### config.mk
export PLATFORM = sky130hd
export DESIGN_NAME = cmt_top
export DESIGN_NICKNAME = d
export VERILOG_FILES = /design/src/cmt_pkg.sv /design/src/cmt_top.sv /design/src/cmt_unit.sv /design/src/csr_file.sv /design/src/gpr_file.sv
export SDC_FILE = /design/constraint.sdc
export NUM_CORES = 1
export LEC_CHECK = 0
export BUFFER_PORTS_ARGS = -buffer_cell sky130_fd_sc_hd__buf_2
export CORE_AREA = 2 2 425 427
export CTS_CLUSTER_SIZE = 24
export DETAILED_ROUTE_END_ITERATION = 10
export DIE_AREA = 0 0 427 429
export PLACE_DENSITY = 0.31
export SLEW_MARGIN = 20
export SYNTH_ARGS = -nofsm -noshare
export SYNTH_HDL_FRONTEND = slang
export SYNTH_SLANG_ARGS = --single-unit
### constraint.sdc
create_clock -name clk -period 6 [get_ports clk]
set_input_delay 0.6 -clock clk [delete_from_list [all_inputs] [get_ports clk]]
set_output_delay 0.6 -clock clk [all_outputs]
set_load 0.02 [all_outputs]
### src/cmt_pkg.sv
/* commit stage types */

package cmt_pkg;

  parameter int XLEN      = 64;
  parameter int CNT_W_DEF = 64;

  parameter logic [6:0]      TRAP_OPCODE  = 7'h6b;           // custom halt
  parameter logic [XLEN-1:0] SSTATUS_MASK = 64'h80000003_000DE122;
  parameter logic [4:0]      REG_A0       = 5'd10;

  typedef enum logic [1:0] {
    CSR_NONE,
    CSR_WRITE,
    CSR_SET,
    CSR_CLEAR
  } csr_op_e;

  typedef enum logic [2:0] {
    CSR_MSTATUS,
    CSR_MEPC,
    CSR_MTVEC,
    CSR_MCAUSE,
    CSR_MIE,
    CSR_MSCRATCH
  } csr_idx_e;

  typedef enum logic {
    ST_RUN,
    ST_HALT
  } run_state_e;

  // one write-back record per cycle
  typedef struct packed {
    logic            valid;
    logic            skip;
    logic [XLEN-1:0] pc;
    logic [31:0]     inst;
    logic [4:0]      rd;
    logic            rd_wen;
    logic [XLEN-1:0] rd_wdata;
    logic [31:0]     intr_no;     // nonzero when an interrupt is taken
    csr_op_e         csr_op;
    csr_idx_e        csr_idx;
    logic [XLEN-1:0] csr_wdata;
  } wb_req_t;

  typedef struct packed {
    logic            valid;
    logic            skip;
    logic [XLEN-1:0] pc;
    logic [31:0]     inst;
    logic            wen;
    logic [7:0]      wdest;
    logic [XLEN-1:0] wdata;
  } cmt_rec_t;

  typedef struct packed {
    logic                 valid;
    logic [2:0]           code;   // a0 at the halt
    logic [XLEN-1:0]      pc;
    logic [CNT_W_DEF-1:0] cycle_cnt;
    logic [CNT_W_DEF-1:0] instr_cnt;
  } trap_rec_t;

  typedef struct packed {
    logic [XLEN-1:0] mstatus;
    logic [XLEN-1:0] sstatus;
    logic [XLEN-1:0] mepc;
    logic [XLEN-1:0] mtvec;
    logic [XLEN-1:0] mcause;
    logic [XLEN-1:0] mie;
    logic [XLEN-1:0] mscratch;
  } csr_state_t;

endpackage
### src/cmt_top.sv
/* retire end top level */

module cmt_top #(
  parameter int CNT_W = 64
) (
  input  logic                clk,
  input  logic                rst,
  input  cmt_pkg::wb_req_t    i_wb,
  output cmt_pkg::cmt_rec_t   o_commit,
  output cmt_pkg::trap_rec_t  o_trap,
  output cmt_pkg::csr_state_t o_csr
);

  logic                     gpr_wen;
  logic [4:0]               gpr_waddr;
  logic [cmt_pkg::XLEN-1:0] gpr_wdata;
  logic [cmt_pkg::XLEN-1:0] a0;

  logic                     csr_wen;
  cmt_pkg::csr_op_e         csr_op;
  cmt_pkg::csr_idx_e        csr_idx;
  logic [cmt_pkg::XLEN-1:0] csr_wdata;

  cmt_unit #(
    .CNT_W (CNT_W)
  ) u_cmt (
    .clk         (clk),
    .rst         (rst),
    .i_wb        (i_wb),
    .i_a0        (a0),
    .o_gpr_wen   (gpr_wen),
    .o_gpr_waddr (gpr_waddr),
    .o_gpr_wdata (gpr_wdata),
    .o_csr_wen   (csr_wen),
    .o_csr_op    (csr_op),
    .o_csr_idx   (csr_idx),
    .o_csr_wdata (csr_wdata),
    .o_commit    (o_commit),
    .o_trap      (o_trap)
  );

  gpr_file u_gpr (
    .clk     (clk),
    .rst     (rst),
    .i_wen   (gpr_wen),
    .i_waddr (gpr_waddr),
    .i_wdata (gpr_wdata),
    .o_a0    (a0)
  );

  csr_file u_csr (
    .clk     (clk),
    .rst     (rst),
    .i_wen   (csr_wen),
    .i_op    (csr_op),
    .i_idx   (csr_idx),
    .i_wdata (csr_wdata),
    .o_csr   (o_csr)
  );

endmodule

### src/cmt_unit.sv
/* commit stage with halt detection */

module cmt_unit #(
  parameter int CNT_W = 64
) (
  input  logic                     clk,
  input  logic                     rst,
  input  cmt_pkg::wb_req_t         i_wb,
  input  logic [cmt_pkg::XLEN-1:0] i_a0,
  output logic                     o_gpr_wen,
  output logic [4:0]               o_gpr_waddr,
  output logic [cmt_pkg::XLEN-1:0] o_gpr_wdata,
  output logic                     o_csr_wen,
  output cmt_pkg::csr_op_e         o_csr_op,
  output cmt_pkg::csr_idx_e        o_csr_idx,
  output logic [cmt_pkg::XLEN-1:0] o_csr_wdata,
  output cmt_pkg::cmt_rec_t        o_commit,
  output cmt_pkg::trap_rec_t       o_trap
);

  localparam int TW = cmt_pkg::CNT_W_DEF;

  cmt_pkg::run_state_e state;

  logic [CNT_W-1:0] cycle_cnt;
  logic [CNT_W-1:0] instr_cnt;
  logic [2:0]       trap_code;

  logic running;
  logic no_intr;
  logic is_halt;

  assign running = (state == cmt_pkg::ST_RUN);
  assign no_intr = (i_wb.intr_no == 32'd0);
  assign is_halt = i_wb.valid && (i_wb.inst[6:0] == cmt_pkg::TRAP_OPCODE);

  // architectural writes only while running and not interrupted
  assign o_gpr_wen   = running && no_intr && i_wb.valid && i_wb.rd_wen;
  assign o_gpr_waddr = i_wb.rd;
  assign o_gpr_wdata = i_wb.rd_wdata;

  assign o_csr_wen   = running && no_intr && i_wb.valid &&
                       (i_wb.csr_op != cmt_pkg::CSR_NONE);
  assign o_csr_op    = i_wb.csr_op;
  assign o_csr_idx   = i_wb.csr_idx;
  assign o_csr_wdata = i_wb.csr_wdata;

  always_ff @(posedge clk) begin
    if (rst) begin
      state     <= cmt_pkg::ST_RUN;
      o_commit  <= '0;
      cycle_cnt <= '0;
      instr_cnt <= '0;
      trap_code <= '0;
    end else if (running) begin
      o_commit.valid <= i_wb.valid && no_intr;
      o_commit.skip  <= i_wb.skip;
      o_commit.pc    <= i_wb.pc;
      o_commit.inst  <= i_wb.inst;
      o_commit.wen   <= i_wb.rd_wen;
      o_commit.wdest <= {3'b000, i_wb.rd};
      o_commit.wdata <= i_wb.rd_wdata;

      cycle_cnt <= cycle_cnt + 1'b1;
      instr_cnt <= instr_cnt + CNT_W'(i_wb.valid);  // interrupts still count

      if (is_halt) begin
        state     <= cmt_pkg::ST_HALT;
        trap_code <= i_a0[2:0];   // a0 before this record's write
      end
    end
  end

  // everything above is frozen once halted
  assign o_trap.valid     = (state == cmt_pkg::ST_HALT);
  assign o_trap.code      = trap_code;
  assign o_trap.pc        = o_commit.pc;   // pc of the halt record
  assign o_trap.cycle_cnt = TW'(cycle_cnt);
  assign o_trap.instr_cnt = TW'(instr_cnt);

endmodule

### src/csr_file.sv
/* machine CSR subset */

module csr_file (
  input  logic                     clk,
  input  logic                     rst,
  input  logic                     i_wen,
  input  cmt_pkg::csr_op_e         i_op,
  input  cmt_pkg::csr_idx_e        i_idx,
  input  logic [cmt_pkg::XLEN-1:0] i_wdata,
  output cmt_pkg::csr_state_t      o_csr
);

  logic [cmt_pkg::XLEN-1:0] mstatus;
  logic [cmt_pkg::XLEN-1:0] mepc;
  logic [cmt_pkg::XLEN-1:0] mtvec;
  logic [cmt_pkg::XLEN-1:0] mcause;
  logic [cmt_pkg::XLEN-1:0] mie;
  logic [cmt_pkg::XLEN-1:0] mscratch;

  logic [cmt_pkg::XLEN-1:0] cur_val;
  logic [cmt_pkg::XLEN-1:0] nxt_val;

  // read the selected csr
  always_comb begin
    case (i_idx)
      cmt_pkg::CSR_MSTATUS:  cur_val = mstatus;
      cmt_pkg::CSR_MEPC:     cur_val = mepc;
      cmt_pkg::CSR_MTVEC:    cur_val = mtvec;
      cmt_pkg::CSR_MCAUSE:   cur_val = mcause;
      cmt_pkg::CSR_MIE:      cur_val = mie;
      cmt_pkg::CSR_MSCRATCH: cur_val = mscratch;
      default:               cur_val = '0;
    endcase
  end

  always_comb begin
    case (i_op)
      cmt_pkg::CSR_WRITE: nxt_val = i_wdata;
      cmt_pkg::CSR_SET:   nxt_val = cur_val | i_wdata;
      cmt_pkg::CSR_CLEAR: nxt_val = cur_val & ~i_wdata;
      default:            nxt_val = cur_val;
    endcase
  end

  always_ff @(posedge clk) begin
    if (rst) begin
      mstatus  <= '0;
      mepc     <= '0;
      mtvec    <= '0;
      mcause   <= '0;
      mie      <= '0;
      mscratch <= '0;
    end else if (i_wen) begin
      case (i_idx)
        cmt_pkg::CSR_MSTATUS:  mstatus  <= nxt_val;
        cmt_pkg::CSR_MEPC:     mepc     <= nxt_val;
        cmt_pkg::CSR_MTVEC:    mtvec    <= nxt_val;
        cmt_pkg::CSR_MCAUSE:   mcause   <= nxt_val;
        cmt_pkg::CSR_MIE:      mie      <= nxt_val;
        cmt_pkg::CSR_MSCRATCH: mscratch <= nxt_val;
        default: ;
      endcase
    end
  end

  assign o_csr.mstatus  = mstatus;
  assign o_csr.sstatus  = mstatus & cmt_pkg::SSTATUS_MASK;  // supervisor view
  assign o_csr.mepc     = mepc;
  assign o_csr.mtvec    = mtvec;
  assign o_csr.mcause   = mcause;
  assign o_csr.mie      = mie;
  assign o_csr.mscratch = mscratch;

endmodule

### src/gpr_file.sv
/* integer register file */

module gpr_file (
  input  logic                     clk,
  input  logic                     rst,
  input  logic                     i_wen,
  input  logic [4:0]               i_waddr,
  input  logic [cmt_pkg::XLEN-1:0] i_wdata,
  output logic [cmt_pkg::XLEN-1:0] o_a0
);

  logic [cmt_pkg::XLEN-1:0] regs [32];

  always_ff @(posedge clk) begin
    if (rst) begin
      for (int i = 0; i < 32; i++) begin
        regs[i] <= '0;
      end
    end else if (i_wen && (i_waddr != 5'd0)) begin  // x0 stays zero
      regs[i_waddr] <= i_wdata;
    end
  end

  // exit code source, no clock edge
  assign o_a0 = regs[cmt_pkg::REG_A0];

endmodule

Yosys cells after proc, flatten, opt, wreduce, memory -nomap -nowiden:

Memories as Yosys holds them, arrays and structs flattened. A register that Yosys moved wholly into a read port is not among the register bits.
Cells that the tools add are included.
W data, S select, Z words.

* register bits after elaboration: 681
* memory bits (writable): 2048
* input port bits: 271
* output and inout bits: 815
* memories kept: 1

* add/sub/neg operators: 2
* equal/unequal tests: 9
* mux-type cells: 12
* bitwise operators: 4
* reductions and logical operators: 19

Memory list
* u_gpr.regs: words 32, width 64, read ports 1, clocked after memory_dff 1, wr ports 32, line gpr_file.sv:12 `logic [cmt_pkg::XLEN-1:0] regs [32];`

Operators with widths (number)
* $pmux W64 S6: 1
* $pmux W64 S3: 1
* $add A64 B1 Y64: 1
* $add A64 B1 Y64 const B: 1
* $and A64 B64 Y64: 1
* $mux W64: 1
* $not A64 Y64: 1
* $or A64 B64 Y64: 1
* $reduce_or A64 Y1: 1
* $logic_not A32 Y1: 1
* $reduce_and A2 Y1: 7
* $mux W1: 8
* $eq A7 B7 Y1 const B: 1
* $logic_and A1 B1 Y1: 7
* $eq A3 B2 Y1 const B: 2
* $eq A3 B3 Y1 const B: 2
* $mux W5: 1
* $reduce_bool A5 Y1: 1
* $eq A2 B2 Y1 const B: 2
* $eq A3 B1 Y1 const B: 1
* $logic_not A3 Y1: 1
* $eq A2 B1 Y1 const B: 1
* $reduce_bool A2 Y1: 1
* $not A1 Y1: 1

Longest topological paths before layout:

* depth in word-level cells: 10
* gate-level depth with buffers: 10
* mapped depth without buffers: 7

Modules after synthesis:

Synthesis repeated with hierarchy kept, for this count alone.

* cells, all modules: 3859
* area, all modules: 35426.5 um2

By module, submodules not included
* csr_file: times used 1, cells an instance 2141, area an instance 18776.8 um2
* cmt_unit: times used 1, cells an instance 1509, area an instance 13783.2 um2
* gpr_file: times used 1, cells an instance 209, area an instance 2866.5 um2

Worst setup path before layout:

OpenSTA, ideal clock, no wires.

* kind: input -> register
* start point: input i_wb[64] (netlist name)
* end point: register u_csr.mcause[27] (netlist name)
* setup time: 0.117 ns
* arrival: 2.445 ns
* data required time: 5.883 ns
* setup slack: 3.438 ns
* cell stages on the path: 8
* buffers on the path: 3
* path through: buf_2 > buf_2 > buf_1 > mux2_2 > a22oi_1 > nand3b_1 > a221o_1 > a22o_1

* word-level cells in the longest chain between the ends: 4
* elaborated cells between the ends (all ways): 11
* those cells by class: eq/ne (5); mux (2); bitwise (2); reduce/logical (2)

RTL lines
* start: declaration: line cmt_top.sv:8 `input cmt_pkg::wb_req_t i_wb,`
* $eq A3 B3 Y1 (tied with other cells): line csr_file.sv:25 `case (i_idx)`
* $pmux W64 S6: line csr_file.sv:25
* $and A64 B64 Y64 or $or A64 B64 Y64 (tied branches): line csr_file.sv:40, csr_file.sv:39
* $pmux W64 S3: line csr_file.sv:37 `case (i_op)`
* end signal: assignment: line csr_file.sv:58 `cmt_pkg::CSR_MCAUSE: mcause <= nxt_val;`
* end: declaration: line csr_file.sv:16 `logic [cmt_pkg::XLEN-1:0] mcause;`

Several ways; a longest one is shown, not always the timed one.
A chain may end at the register's enable or synchronous reset.

Worst setup path in the final report:

* start point: register u_cmt.state
* end point: register u_csr.mcause[25] (netlist name)

* word-level cells in the longest chain between the ends: 5

RTL lines
* start: declaration: line cmt_unit.sv:23 `cmt_pkg::run_state_e state;`
* start signal: assignment: line cmt_unit.sv:50 `state <= cmt_pkg::ST_RUN;`
* start signal: assignment: line cmt_unit.sv:68 `state <= cmt_pkg::ST_HALT;`
* $not A1 Y1 (no line)
* $logic_and A1 B1 Y1 (3 in series): line cmt_unit.sv:42 `assign o_csr_wen = running && no_intr && i_wb.valid &&`
* $reduce_and A2 Y1 (no line)

No other way between the ends.

==> out/results.txt <==
Input/output buffers -> 1,030
Count of H-tree levels built during CTS -> 3
End point of the most critical hold path -> u_cmt.o_commit[48]
Worst r2r dst -> u_csr.mcause[25]
Final-layout setup total negative slack -> 0 ns
Final-stage net count -> 4,116
Number of inserted filler cells in the final layout -> 19,700
Vias in the first global route -> 26,700
Commonest non-fill, non-tap cell in the layout -> sky130_fd_sc_hd__buf_2
Total count of hold-check failures in the final report -> 0
Arrival time of the worst setup path -> 4.54 ns
Clock period minus final worst setup slack -> 3.87 ns
Overall global routing resource usage -> 0.179
Total via count in the routed design -> 27,600
Leading cell types in the layout, fill and taps excluded -> sky130_fd_sc_hd__buf_2 (1,025), sky130_fd_sc_hd__dfxtp_1 (683), sky130_fd_sc_hd__a22o_1 (362)
Routed Wire Length -> 172 mm
DRC violation count after routing -> 0
Number of buffers inserted by hold repair at cts -> 0
Sink Count -> 687
Sequential element share of the synthesized area -> 0.468
Std-Cell Core Area -> 178,000 um2
Die span in y -> 429 um
Detailed Route Iter0 Violations -> 1,791
Synth Flop Type -> sky130_fd_sc_hd__dfxtp_1
Post-layout util -> 0.223
Worst hold slack -> 0.0967 ns
Reg-to-reg slack, setup -> 2.13 ns
Die width -> 427 um
Pwr Total -> 0.0116 W
Initial core utilization -> 0.166
Synth Area per Inst -> 9.90 um2
Post-CTS Setup Bufs -> 0
Number of detailed-routing iterations run before antenna repair -> 5
Startpoint of the lowest-slack hold path -> i_wb[149]
CP Cell Sequence -> nor4b_1 -> nand4_1 -> nor4_2 -> and2_4 -> buf_4 -> a22o_1
Post-synthesis async set-or-reset flop share -> 0
Cell count of the worst reg-to-reg path -> 6
Area growth from synthesis to layout -> 34.8%
RSZ-0062 raised after global routing -> false
Mean number of vias per cell -> 4.39
Number of flops mapped to enable cells by yosys -> 3
Worst hold path cell count -> 3
Path category of the worst min-delay check -> input pin to flip-flop
Largest stage delay on the critical path -> 1.04 ns
Data required time of the critical path -> 6.66 ns
P per Cell Area -> 292 nW/um2
CTS Buf Count -> 95
Worst-Skew Late Latency -> 0.74 ns
Worst vdd rail ir drop -> 0.191 mV
Fin crit share -> 0.645
Number of placement rows -> 155
Outcome -> complete, no violations
Number of endpoints failing setup at the final stage -> 0
Count of final max-slew check failures -> 0
I/O pins -> 1,086
Yosys cell types -> 56
Static leakage -> 16.8 nW
Slowest stage cell, crit path -> sky130_fd_sc_hd__nor4_2
Maximum clock insertion buffer count -> 3
Worst-path maximum fanout -> 44
Clock-pin slew on the worst setup and hold paths -> 0.06 ns
CTS tree -> done
DRT antenna net count -> 0
Post-detail-place hpwl -> 125 mm
Flip-flop and latch count after synthesis -> 687
Ratio of cells with drive above 1 in the final layout -> 0.336
Crit path launch type -> flip-flop
Actual slew at the worst max-slew pin -> 1.11 ns
Antenna violations before repair -> 36
Sort of element at the end of the critical path -> flip-flop
Overflow left after global routing -> 0
Max-slew headroom -> 0.251
Cell at the root of the clock tree -> sky130_fd_sc_hd__clkbuf_16
Global-route wire length before repair -> 233 mm
Clk_skew -> 0.0381 ns
Startpoint of the worst register-to-register path -> u_cmt.state
Number of warnings reported in the yosys synthesis log -> 0
Routability congestion estimate -> 0.856
Post-Syn Area -> 29,500 um2
Kind of critical path -> flip-flop to flip-flop
WL per Instance -> 27.3 um
Maximum clock frequency -> 258 MHz
Largest net degree at the start of global routing -> 150
Total die area -> 183,000 um2
Synthesized instance count -> 2,977
Max capacitance violation total -> 0
Post_cts resized -> 0
==> report_power, final <==
| group | leakage (nW) | internal (W) | switching (W) |
|---|---|---|---|
| clock network | 1.63 | 0.00359 | 0.00242 |
| logic | 9.55 | 0.000255 | 0.000653 |
| registers | 5.59 | 0.00463 | 0.0000458 |
| total | 16.8 | 0.00848 | 0.00312 |
==> critical path: cells and delay by family, from the launching register on <==
kind / cells / cell delay [ns]
AOI/OAI and AO/OA: 1 / 0.17
and+or+nand+nor: 4 / 2.77
DFF: 1 / 0.39
buffers and inverters: 1 / 0.43
==> per-stage QoR <==
step,cells,setup WS (ns),cell area [um2]
finish,6283,2.13,39700
global route,6281,1.93,39700
CTS,6277,1.99,39700
detailed placement,6100,1.68,36400
global placement,6099,1.75,36400
floorplan,3031,3.44,29700
==> synthesized netlist by cell type (23+ instances only) <==
library cell	number	area share
sky130_fd_sc_hd__xnor2_1	30	0.0089
sky130_fd_sc_hd__nand3b_1	33	0.0084
sky130_fd_sc_hd__buf_2	43	0.0073
sky130_fd_sc_hd__inv_1	35	0.0045
sky130_fd_sc_hd__a21oi_1	118	0.020
sky130_fd_sc_hd__or3_1	43	0.0091
sky130_fd_sc_hd__o2bb2ai_1	47	0.014
sky130_fd_sc_hd__o31ai_1	35	0.0089
sky130_fd_sc_hd__buf_4	133	0.034
sky130_fd_sc_hd__mux2_2	44	0.017
sky130_fd_sc_hd__clkbuf_1	161	0.021
sky130_fd_sc_hd__xor2_1	23	0.0068
sky130_fd_sc_hd__o21ai_0	48	0.0082
sky130_fd_sc_hd__nand3_1	51	0.0087
sky130_fd_sc_hd__a22oi_1	50	0.013
sky130_fd_sc_hd__buf_1	28	0.0036
sky130_fd_sc_hd__or4_1	39	0.0099
sky130_fd_sc_hd__nand4_1	48	0.010
sky130_fd_sc_hd__nand2b_1	32	0.0068
sky130_fd_sc_hd__a22o_1	362	0.11
sky130_fd_sc_hd__o221ai_1	28	0.0083
sky130_fd_sc_hd__mux2i_1	270	0.092
sky130_fd_sc_hd__dfxtp_1	684	0.46
sky130_fd_sc_hd__nor2_1	276	0.035
sky130_fd_sc_hd__nand2_1	74	0.0094
==> registers in the layout, summed over array words and instances (netlist names) <==
register and flops:
u_csr.mie 64, u_cmt.o_commit 168, u_csr.mtvec 64, u_csr.mcause 64, u_cmt.cycle_cnt 64, u_cmt.instr_cnt 64
u_csr.mscratch 64, u_gpr.regs 3, u_cmt.state 1, u_cmt.trap_code 3, u_csr.mepc 64, u_csr.mstatus 64
==> cell type report <==
class / instances / area, um2 / share of cell area
Antenna cell: 6 / 15.0 / 0.000378
Clock buffer: 139 / 2850 / 0.0717
Clock inverter: 38 / 447 / 0.0112
Inverter: 35 / 131 / 0.00331
Multi-Input combinational cell: 1944 / 14000 / 0.352
Sequential cell: 687 / 13800 / 0.347
Tap cell: 2355 / 2950 / 0.0742
Timing Repair Buffer: 1079 / 5560 / 0.140
==> logic make-up after synthesis <==
kind of cell	after synthesis	share of synthesized area
simple gates	716	0.125
fa+ha+maj	3	0.00127
compound gates	803	0.212
buf+inv	400	0.0697
flops	687	0.468
mux	314	0.109
xor+xnor	53	0.0158
other cells	1	0.000127
==> how the worst max path moves through the flow <==
stage	cells past startpoint	from	to	slack, ns
floorplan	8	i_wb[64]	u_csr.mcause[27]	3.44
global placement	7	i_wb[268]	u_csr.mcause[25]	1.75
detailed placement	7	i_wb[97]	u_csr.mcause[40]	1.68
CTS	6	u_cmt.state	u_csr.mcause[32]	1.99
global route	6	u_cmt.state	u_csr.mcause[32]	1.93
finish	6	u_cmt.state	u_csr.mcause[25]	2.13
==> per-layer routing <==
layer | routed length [um] | vias to the layer above | global-route usage
met5 | 110 | - | 0
met4 | 5050 | 18 | 0.0524
met3 | 12300 | 218 | 0.0549
met2 | 85000 | 874 | 0.311
met1 | 69400 | 13800 | 0.210
li1 | - | 12700 | -
(Power assumes the default switching activity.)
